**src/rtl/wms_pkg.sv**
```systemverilog
/*
 * Shared types and constants for the cabinet-control block:
 * game select codes, player/joystick/key event structs,
 * cabinet control outputs, config write word and blanking limits
 */
`default_nettype none

package wms_pkg;

	// Game select codes as written through the config channel
	typedef enum logic [7:0] {
		ROBOTRON = 8'd0,
		JOUST    = 8'd1,
		BUBBLES  = 8'd3,
		SINISTAR = 8'd6
	} game_e;

	// One player's controls, active high
	typedef struct packed {
		logic fire_d;
		logic fire_c;
		logic fire_b;
		logic fire_a;
		logic up;
		logic down;
		logic left;
		logic right;
	} player_t;

	typedef struct packed {
		logic    coin;
		logic    start2;
		logic    start1;
		player_t p;
	} usb_joy_t;

	// New event whenever toggle flips
	typedef struct packed {
		logic       toggle;
		logic       pressed;
		logic [7:0] code;
	} kbd_evt_t;

	typedef struct packed {
		logic signed [7:0] y;
		logic signed [7:0] x;
	} analog_t;

	// Board side: ja/jb and the Sinistar buttons are active low
	typedef struct packed {
		logic [7:0] ja;
		logic [7:0] jb;
		logic [2:0] btn;
		logic       sin_fire;
		logic       sin_bomb;
	} cab_ctrl_t;

	typedef struct packed {
		logic [7:0] index;
		logic [2:0] addr;
		logic [7:0] data;
	} cfg_wr_t;

	localparam logic [7:0] CFG_IDX_GAME = 8'd1;
	localparam logic [7:0] CFG_IDX_DIP  = 8'd254;

	localparam logic [3:0] STICK_CENTER = 4'd7;

	// Horizontal limits in half-pixel counts, vertical in lines
	localparam logic [9:0]  HBLANK_START = 10'd336;
	localparam logic [9:0]  HBLANK_END   = 10'd40;
	localparam logic [10:0] VBLANK_START = 11'd246;
	localparam logic [10:0] VBLANK_END   = 11'd6;

endpackage

`default_nettype wire
```
**src/rtl/blank_gen.sv**
```systemverilog
/*
 * Blanking from sync pulses
 * Pixel/line counters restarted by hs and vs rising edges
 */
`timescale 1ns/1ps
`default_nettype none

module blank_gen #(
	parameter int CNT_W = 11
)
(
	input  wire  clk_sys,
	input  wire  arst_n,
	input  wire  hs,
	input  wire  vs,
	output logic hblank,
	output logic vblank
);

	logic [CNT_W-1:0] pix_cnt;
	logic [CNT_W-1:0] line_cnt;
	logic             hs_q;
	logic             vs_q;
	logic             hs_rise;

	assign hs_rise = hs & ~hs_q;

	always_ff @(posedge clk_sys or negedge arst_n)
	begin
		if (!arst_n)
		begin
			pix_cnt  <= '0;
			line_cnt <= '0;
			hs_q     <= 1'b0;
			vs_q     <= 1'b0;
		end
		else
		begin
			hs_q <= hs;
			if (!(&pix_cnt))
				pix_cnt <= pix_cnt + 1'b1;
			if (hs_rise)
			begin
				pix_cnt <= '0;
				// vs only sampled once per line
				vs_q    <= vs;
				if (vs && !vs_q)
					line_cnt <= '0;
				else if (!(&line_cnt))
					line_cnt <= line_cnt + 1'b1;
			end
		end
	end

	always_ff @(posedge clk_sys or negedge arst_n)
	begin
		if (!arst_n)
		begin
			hblank <= 1'b1;
			vblank <= 1'b1;
		end
		else
		begin
			if (pix_cnt[CNT_W-1:1] == wms_pkg::HBLANK_START)
				hblank <= 1'b1;
			if (pix_cnt[CNT_W-1:1] == wms_pkg::HBLANK_END)
				hblank <= 1'b0;
			if (line_cnt == wms_pkg::VBLANK_START)
				vblank <= 1'b1;
			if (line_cnt == wms_pkg::VBLANK_END)
				vblank <= 1'b0;
		end
	end

endmodule

`default_nettype wire

```
**src/rtl/cfg_loader.sv**
```systemverilog
/*
 * Config write slave, four-phase req/ack
 * Stores game select and DIP switch byte 0
 */
`timescale 1ns/1ps
`default_nettype none

module cfg_loader
(
	input  wire              clk_sys,
	input  wire              arst_n,
	input  wire              cfg_req,
	input  wms_pkg::cfg_wr_t cfg_data,
	output logic             cfg_ack,
	output wms_pkg::game_e   game,
	output logic [7:0]       dip_sw
);

	typedef enum logic {
		ST_IDLE,
		ST_ACK
	} state_e;

	state_e state;

	assign cfg_ack = state == ST_ACK;

	always_ff @(posedge clk_sys or negedge arst_n)
	begin
		if (!arst_n)
		begin
			state  <= ST_IDLE;
			game   <= wms_pkg::ROBOTRON;
			dip_sw <= '0;
		end
		else
		begin
			case (state)
				ST_IDLE:
					if (cfg_req)
					begin
						// Write and acknowledge on the same edge
						if (cfg_data.index == wms_pkg::CFG_IDX_GAME)
							game <= wms_pkg::game_e'(cfg_data.data);
						if (cfg_data.index == wms_pkg::CFG_IDX_DIP && cfg_data.addr == 3'd0)
							dip_sw <= cfg_data.data;
						state <= ST_ACK;
					end
				ST_ACK:
					if (!cfg_req)
						state <= ST_IDLE;
				default: state <= ST_IDLE;
			endcase
		end
	end

endmodule

`default_nettype wire

```
**src/rtl/control_mapper.sv**
```systemverilog
/*
 * Merges keyboard and USB joysticks, maps them per game
 * onto registered cabinet control outputs
 */
`timescale 1ns/1ps
`default_nettype none

module control_mapper
(
	input  wire                clk_sys,
	input  wire                arst_n,
	input  wms_pkg::game_e     game,
	input  wire                fire_mode,
	input  wms_pkg::player_t   kbd_p1,
	input  wms_pkg::player_t   kbd_p2,
	input  wire [2:0]          kbd_sys,
	input  wms_pkg::usb_joy_t  joy1,
	input  wms_pkg::usb_joy_t  joy2,
	input  wms_pkg::analog_t   stick,
	output wms_pkg::cab_ctrl_t cab
);

	wms_pkg::player_t   p1;
	wms_pkg::player_t   p2;
	wms_pkg::player_t   sh;
	wms_pkg::cab_ctrl_t cab_d;
	logic               start1;
	logic               start2;
	logic               coin;
	logic [3:0]         dig_x;
	logic [3:0]         dig_y;
	logic [3:0]         x_code;
	logic [3:0]         y_code;

	//////////////////////////////////////////////////////////////////////
	// Merge
	assign p1     = kbd_p1 | joy1.p;
	assign p2     = kbd_p2 | joy2.p;
	assign sh     = p1 | p2;
	assign start1 = kbd_sys[0] | joy1.start1 | joy2.start1;
	assign start2 = kbd_sys[1] | joy1.start2 | joy2.start2;
	assign coin   = kbd_sys[2] | joy1.coin | joy2.coin;

	// Digital request used when the analog stick sits centered
	assign dig_x = sh.left ? 4'd0 : sh.right ? 4'd8 : 4'd7;
	assign dig_y = sh.down ? 4'd0 : sh.up    ? 4'd8 : 4'd7;

	stick_quantizer stick_quantizer_inst
	(
		.stick  (stick),
		.dig_x  (dig_x),
		.dig_y  (dig_y),
		.x_code (x_code),
		.y_code (y_code)
	);

	//////////////////////////////////////////////////////////////////////
	// Per-game mapping
	always_comb
	begin
		cab_d.ja       = 8'hFF;
		cab_d.jb       = 8'hFF;
		cab_d.btn      = 3'b000;
		cab_d.sin_fire = 1'b1;
		cab_d.sin_bomb = 1'b1;
		case (game)
			wms_pkg::ROBOTRON:
			begin
				cab_d.btn = {start1, start2, coin};
				cab_d.ja  = ~{fire_mode ? {sh.right, sh.left, sh.down, sh.up}
				                        : {sh.fire_a, sh.fire_d, sh.fire_b, sh.fire_c},
				              sh.right, sh.left, sh.down, sh.up};
				cab_d.jb  = cab_d.ja;
			end
			wms_pkg::JOUST:
			begin
				cab_d.btn = {start2, start1, coin};
				cab_d.ja  = ~{5'b00000, p1.fire_a, p1.right, p1.left};
				cab_d.jb  = ~{5'b00000, p2.fire_a, p2.right, p2.left};
			end
			wms_pkg::BUBBLES:
			begin
				cab_d.btn = {start2, start1, coin};
				cab_d.ja  = ~{4'b0000, sh.right, sh.left, sh.down, sh.up};
				cab_d.jb  = cab_d.ja;
			end
			wms_pkg::SINISTAR:
			begin
				cab_d.btn      = {start1, start2, coin};
				cab_d.ja       = ~{x_code, y_code};
				cab_d.jb       = cab_d.ja;
				cab_d.sin_fire = ~sh.fire_a;
				cab_d.sin_bomb = ~sh.fire_b;
			end
			default: ;
		endcase
	end

	always_ff @(posedge clk_sys or negedge arst_n)
	begin
		if (!arst_n)
			cab <= '{ja: 8'hFF, jb: 8'hFF, btn: 3'b000, sin_fire: 1'b1, sin_bomb: 1'b1};
		else
			cab <= cab_d;
	end

endmodule

`default_nettype wire

```
**src/rtl/kbd_decode.sv**
```systemverilog
/*
 * PS/2 key event decoder
 * Holds both players' keyboard buttons plus start and coin keys
 */
`timescale 1ns/1ps
`default_nettype none

module kbd_decode
(
	input  wire               clk_sys,
	input  wire               arst_n,
	input  wms_pkg::kbd_evt_t kbd,
	output wms_pkg::player_t  kbd_p1,
	output wms_pkg::player_t  kbd_p2,
	output logic [2:0]        kbd_sys
);

	logic tog_q;
	logic new_evt;

	assign new_evt = kbd.toggle != tog_q;

	always_ff @(posedge clk_sys or negedge arst_n)
	begin
		if (!arst_n)
		begin
			tog_q   <= 1'b0;
			kbd_p1  <= '0;
			kbd_p2  <= '0;
			kbd_sys <= '0;
		end
		else
		begin
			tog_q <= kbd.toggle;
			if (new_evt)
			begin
				case (kbd.code)
					// Player 1, cursor keys and left modifiers
					8'h75: kbd_p1.up     <= kbd.pressed;
					8'h72: kbd_p1.down   <= kbd.pressed;
					8'h6B: kbd_p1.left   <= kbd.pressed;
					8'h74: kbd_p1.right  <= kbd.pressed;
					8'h14: kbd_p1.fire_a <= kbd.pressed;
					8'h11: kbd_p1.fire_b <= kbd.pressed;
					8'h29: kbd_p1.fire_c <= kbd.pressed;
					8'h12: kbd_p1.fire_d <= kbd.pressed;
					// Player 2, MAME style layout
					8'h2D: kbd_p2.up     <= kbd.pressed;
					8'h2B: kbd_p2.down   <= kbd.pressed;
					8'h23: kbd_p2.left   <= kbd.pressed;
					8'h34: kbd_p2.right  <= kbd.pressed;
					8'h1C: kbd_p2.fire_a <= kbd.pressed;
					8'h1B: kbd_p2.fire_b <= kbd.pressed;
					8'h21: kbd_p2.fire_c <= kbd.pressed;
					8'h1D: kbd_p2.fire_d <= kbd.pressed;
					// kbd_sys is {coin, start2, start1}
					8'h05, 8'h16: kbd_sys[0] <= kbd.pressed;
					8'h06, 8'h1E: kbd_sys[1] <= kbd.pressed;
					8'h76, 8'h2E, 8'h36: kbd_sys[2] <= kbd.pressed;
					default: ;
				endcase
			end
		end
	end

endmodule

`default_nettype wire

```
**src/rtl/stick_quantizer.sv**
```systemverilog
/*
 * Sinistar 49-way stick quantizer
 * Analog axes to 4-bit codes, digital fallback when centered
 */
`timescale 1ns/1ps
`default_nettype none

module stick_quantizer
(
	input  wms_pkg::analog_t stick,
	input  wire [3:0]        dig_x,
	input  wire [3:0]        dig_y,
	output logic [3:0]       x_code,
	output logic [3:0]       y_code
);

	logic [3:0] ax;
	logic [3:0] ay;

	always_comb
	begin
		if      (stick.x < -96) ax = 4'd0;
		else if (stick.x < -64) ax = 4'd4;
		else if (stick.x < -32) ax = 4'd6;
		else if (stick.x >  96) ax = 4'd8;
		else if (stick.x >  64) ax = 4'd9;
		else if (stick.x >  32) ax = 4'd11;
		else                    ax = wms_pkg::STICK_CENTER;

		// Y table is mirrored
		if      (stick.y < -96) ay = 4'd8;
		else if (stick.y < -64) ay = 4'd9;
		else if (stick.y < -32) ay = 4'd11;
		else if (stick.y >  96) ay = 4'd0;
		else if (stick.y >  64) ay = 4'd4;
		else if (stick.y >  32) ay = 4'd6;
		else                    ay = wms_pkg::STICK_CENTER;
	end

	assign x_code = (ax == wms_pkg::STICK_CENTER) ? dig_x : ax;
	assign y_code = (ay == wms_pkg::STICK_CENTER) ? dig_y : ay;

endmodule

`default_nettype wire

```
**src/rtl/wms_io_top.sv**
```systemverilog
/*
 * Cabinet-control top: keyboard decode, config loader,
 * control mapping and blanking generation
 */
`timescale 1ns/1ps
`default_nettype none

module wms_io_top #(
	parameter int CNT_W = 11
)
(
	input  wire                clk_sys,
	input  wire                arst_n,
	input  wms_pkg::kbd_evt_t  kbd,
	input  wms_pkg::usb_joy_t  joy1,
	input  wms_pkg::usb_joy_t  joy2,
	input  wms_pkg::analog_t   stick,
	input  wire                fire_mode,
	input  wire                cfg_req,
	input  wms_pkg::cfg_wr_t   cfg_data,
	input  wire                hs,
	input  wire                vs,
	output logic               cfg_ack,
	output wms_pkg::cab_ctrl_t cab,
	output logic [7:0]         dip_sw,
	output logic               hblank,
	output logic               vblank
);

	wms_pkg::game_e   game;
	wms_pkg::player_t kbd_p1;
	wms_pkg::player_t kbd_p2;
	logic [2:0]       kbd_sys;

	kbd_decode kbd_decode_inst
	(
		.clk_sys (clk_sys),
		.arst_n  (arst_n),
		.kbd     (kbd),
		.kbd_p1  (kbd_p1),
		.kbd_p2  (kbd_p2),
		.kbd_sys (kbd_sys)
	);

	cfg_loader cfg_loader_inst
	(
		.clk_sys  (clk_sys),
		.arst_n   (arst_n),
		.cfg_req  (cfg_req),
		.cfg_data (cfg_data),
		.cfg_ack  (cfg_ack),
		.game     (game),
		.dip_sw   (dip_sw)
	);

	control_mapper control_mapper_inst
	(
		.clk_sys   (clk_sys),
		.arst_n    (arst_n),
		.game      (game),
		.fire_mode (fire_mode),
		.kbd_p1    (kbd_p1),
		.kbd_p2    (kbd_p2),
		.kbd_sys   (kbd_sys),
		.joy1      (joy1),
		.joy2      (joy2),
		.stick     (stick),
		.cab       (cab)
	);

	blank_gen #(
		.CNT_W (CNT_W)
	) blank_gen_inst
	(
		.clk_sys (clk_sys),
		.arst_n  (arst_n),
		.hs      (hs),
		.vs      (vs),
		.hblank  (hblank),
		.vblank  (vblank)
	);

endmodule

`default_nettype wire

```
**config.mk**
```make
export PLATFORM = sky130hd
export DESIGN_NAME = wms_io_top
export DESIGN_NICKNAME = d
export VERILOG_FILES = /design/src/rtl/wms_pkg.sv /design/src/rtl/blank_gen.sv /design/src/rtl/cfg_loader.sv /design/src/rtl/control_mapper.sv /design/src/rtl/kbd_decode.sv /design/src/rtl/stick_quantizer.sv /design/src/rtl/wms_io_top.sv
export SDC_FILE = /design/constraint.sdc
export NUM_CORES = 1
export LEC_CHECK = 0
export ABC_CLOCK_PERIOD_IN_PS = 4650
export BUFFER_PORTS_ARGS = -buffer_cell sky130_fd_sc_hd__buf_2
export CORE_MARGIN = 8
export CORE_UTILIZATION = 57
export CTS_CLUSTER_SIZE = 20
export DETAILED_ROUTE_END_ITERATION = 10
export PLACE_DENSITY = 0.82
export SLEW_MARGIN = 20
export SYNTH_ARGS = -nofsm -noshare
export SYNTH_HDL_FRONTEND = slang
export SYNTH_SLANG_ARGS = --single-unit
```
**constraint.sdc**
```tcl
create_clock -name clk_sys -period 4.65 [get_ports clk_sys]
set_input_delay 0.2325 -clock clk_sys [delete_from_list [all_inputs] [get_ports clk_sys]]
set_output_delay 0.2325 -clock clk_sys [all_outputs]
set_load 0.05 [all_outputs]
```
==> results.cfg <==
[placement]
dp_hpwl_um = 7640
io_buffers = 104
gp_congestion = 0.868

[sta]
finalCriticalPeriod_ns = 2.09
rsz0062_at_grt = false
fin_crit_sh = 0.450
hold_viol = 0
fmax_mhz = 478
tns_ns = 0
timing.final.max_slew_violations = 0
worst_slew_pin_slew_ns = 0.987
slew-limit-headroom = 0.336
clock_skew_ns = 0.00997
setup_viol = 0

[routing]
drc_errors = 0
vias_per_cell = 5.68
dr.first_iter.drc_count = 186
dr.pass1.iters = 4
wirelength_um = 10100
wl_per_cell_um = 16.2
vias = 3555
ant_nets = 0

[floorplanning]
core_um2 = 7140
start_util = 0.578
io_pins = 105
die_area_um2 = 10200
die_w_um = 101
die_h_um = 101
rows = 31

[cells_and_area]
insertedDiodeCount = 0
drive_gt1_frac = 0.334
post-route-util = 0.690
fill_cells = 594
fin_nets = 598
syn_to_final_growth_pct = 19.4

[global_routing]
grt_pass1_vias = 3650
use_met2 = 0.343
grtUsageMet1 = 0.247
overflow = 0
grtUsageTotal = 0.204
grt-busiest-layer = met2
use_met3 = 0.0421
grt_pass1_wl_um = 16800
antenna_found_initial = 0
grt_max_degree = 80

[synth]
syn-num-nets = 499
ys_ff_latch = 79
ys.flop_type = dfrtp_1
synthArstFlopShare = 1.00
ys_seq_area_frac = 0.484
syn-cell-area_um2 = 4130
synthCells = 423
synthDistinctLibCells = 51
post_synth.cell_area_avg_um2 = 9.76
synth_edf_count = 0
yosysWarnings = 0

[critical_path]
r2r_cells = 5
worst-path-max-fanout = 3
path_class = reg -> reg
worstPathArrival_ns = 2.33
start_kind = flip-flop
rr_endpoint = kbd_decode_inst.kbd_p1[1]
reg2reg_from = kbd_decode_inst.tog_q
r2r_slack_ns = 2.56
cp.required_ns = 4.89
cp-end-kind = flip-flop

[clocking]
cts_tree = done
cts_buffers = 9
ctsHoldBuffers = 0
cts.repair.resized = 0
cts_sinks = 79
post_cts.repair.setup_buffers = 0
cts-root-buf = clkbuf_8
clk_path_buf_depth = 2
clk_latency_ns = 0.35
clkTransAtPathRegs_ns = 0.08
h-tree-depth = 3

[power_and_ir_drop]
ir_worst_vdd_uv = 223
intPower_mw = 1.20
clkPwrFrac = 0.333
switching_share = 0.314
p_sw_mw = 0.548
p_seq_frac = 0.463
total_leakage_power_nw = 2.30
cellPowerDensity_nw_per_um2 = 355
combPwrFrac = 0.205

[hold_path]
worstHoldPathType = in -> reg
min_delay_path_depth = 1
hold_end = blank_gen_inst.hs_q
worstHoldStart = hs

[status]
outcome = finished, final reports clean

[job]
max_cap_violations = 0
Yosys cell counts (2+ instances only):
library cell  count  area [µm²]
and2_1            2        12.5
a21oi_1          20         100
nand2b_1          6        37.5
buf_4             5        37.5
or4_1             4        30.0
mux2i_1           3        30.0
xor2_1           11        96.3
inv_1            11        41.3
buf_1             2        7.51
nand3b_1          5        37.5
dfrtp_1          64        1600
o311ai_0          2        17.5
o211ai_1          3        22.5
ha_1              3        37.5
nor4_1           11        68.8
clkbuf_1          9        33.8
nor2b_1           4        25.0
nand3_1          12        60.1
o32ai_1           2        17.5
o32a_1            2        20.0
a32oi_1           2        17.5
xnor2_1           7        61.3
nand4_1          12        75.1
or3_1             6        37.5
nand2_1          41         154
nor3_1           23         115
nor3b_1           2        15.0
nand4b_1          2        17.5
dfstp_2          15         394
mux2_2           35         394
o21ai_0          22         110
or2_2             2        12.5
nor2_1           55         206
area by class of cell:
class                           count  area [µm²]  share of cell area
Multi-Input combinational cell    317        2010               0.408
Sequential cell                    79        2000               0.405
Timing Repair Buffer              104         523               0.106
Clock buffer                       11         151              0.0307
Tap cell                           99         124              0.0251
Clock inverter                      5        80.1              0.0163
Inverter                           11        41.3             0.00838
power by group through the flow:
stage                     Sequential (mW)  Clock, mW  Combinational (mW)
after floorplan                     0.891          0               0.175
after global placement              0.818          0               0.351
after detailed placement            0.820          0               0.358
after CTS                           0.807      0.585               0.359
after global routing                0.817      0.611               0.390
final                               0.808      0.581               0.358
worst max-delay path by stage:
stage | to | cells past startpoint | start | slack (ns)
floorplan | kbd_decode_inst.kbd_p1[1] | 5 | kbd_decode_inst.tog_q | 2.82
global placement | kbd_decode_inst.kbd_p1[1] | 5 | kbd_decode_inst.tog_q | 2.66
detailed placement | blank_gen_inst.line_cnt[6] | 5 | blank_gen_inst.hs_q | 2.60
CTS | kbd_decode_inst.kbd_p1[1] | 5 | kbd_decode_inst.tog_q | 2.57
global route | control_mapper_inst.cab[19] | 5 | kbd_decode_inst.kbd_p1[0] | 2.31
finish | kbd_decode_inst.kbd_p1[1] | 5 | kbd_decode_inst.tog_q | 2.56
state kept, by name, summed over array words and instances, names as in the netlist:
signal / flops
cfg_loader_inst.cfg_ack: 1
cfg_loader_inst.dip_sw: 8
kbd_decode_inst.kbd_sys: 3
blank_gen_inst.line_cnt: 11
kbd_decode_inst.tog_q: 1
cfg_loader_inst.game: 8
control_mapper_inst.cab: 16
blank_gen_inst.hs_q: 1
blank_gen_inst.pix_cnt: 11
kbd_decode_inst.kbd_p1: 8
blank_gen_inst.vs_q: 1
blank_gen_inst.vblank: 1
kbd_decode_inst.kbd_p2: 8
blank_gen_inst.hblank: 1
metal layers:
metal,wire length [µm],vias up
met5,0,-
met4,227,0
met3,678,20
met2,4820,126
met1,4410,1693
li1,-,1716
cells in the final DEF, fill, tap and decap left out, types with 3 or more instances in the layout:
cell type	n
a21oi_1	20
buf_2	103
clkbuf_8	11
dfrtp_1	64
dfstp_2	15
ha_1	3
inv_1	11
mux2_2	35
mux2i_1	3
nand2_1	41
nand2b_1	6
nand3_1	12
nand3b_1	5
nand4_1	12
nor2_1	55
nor2b_1	4
nor3_1	23
nor4_1	11
o211ai_1	3
o21ai_0	22
or3_1	6
or4_1	4
xnor2_1	7
xor2_1	11
stage by stage:
stage          cells  hold WS, ns  area [µm²]  total power [mW]  setup WS [ns]
2_1_floorplan    423      -0.0631        4130              1.07           2.82
3_3_place_gp     610        0.371        4690              1.17           2.66
3_5_place_dp     610        0.378        4690              1.18           2.60
4_1_cts          626       0.0147        4930              1.75           2.57
5_1_grt          626       0.0186        4930              1.82           2.31
6_report         626       0.0223        4930              1.75           2.56
cell families (layout without fill, tap and decap cells):
| logic type | Yosys count | count (layout) | share of synthesized area |
|---|---|---|---|
| adder cells (fa/ha/maj) | 3 | 3 | 0.00910 |
| AO/OA/AOI/OAI | 64 | 64 | 0.0964 |
| AND/OR/NAND/NOR | 194 | 194 | 0.241 |
| multiplexers | 38 | 38 | 0.103 |
| flip-flops | 79 | 79 | 0.484 |
| XOR/XNOR | 18 | 18 | 0.0382 |
| buffers and inverters | 27 | 131 | 0.0291 |
critical path, stage by stage, from the launching register on:
cell and delay (ns):
dfrtp_1 0.40, xor2_1 0.24, nand3_1 0.15, or3b_2 0.49, nor4_1 0.32, mux2_2 0.38
Power figures use the tool's default switching activity.
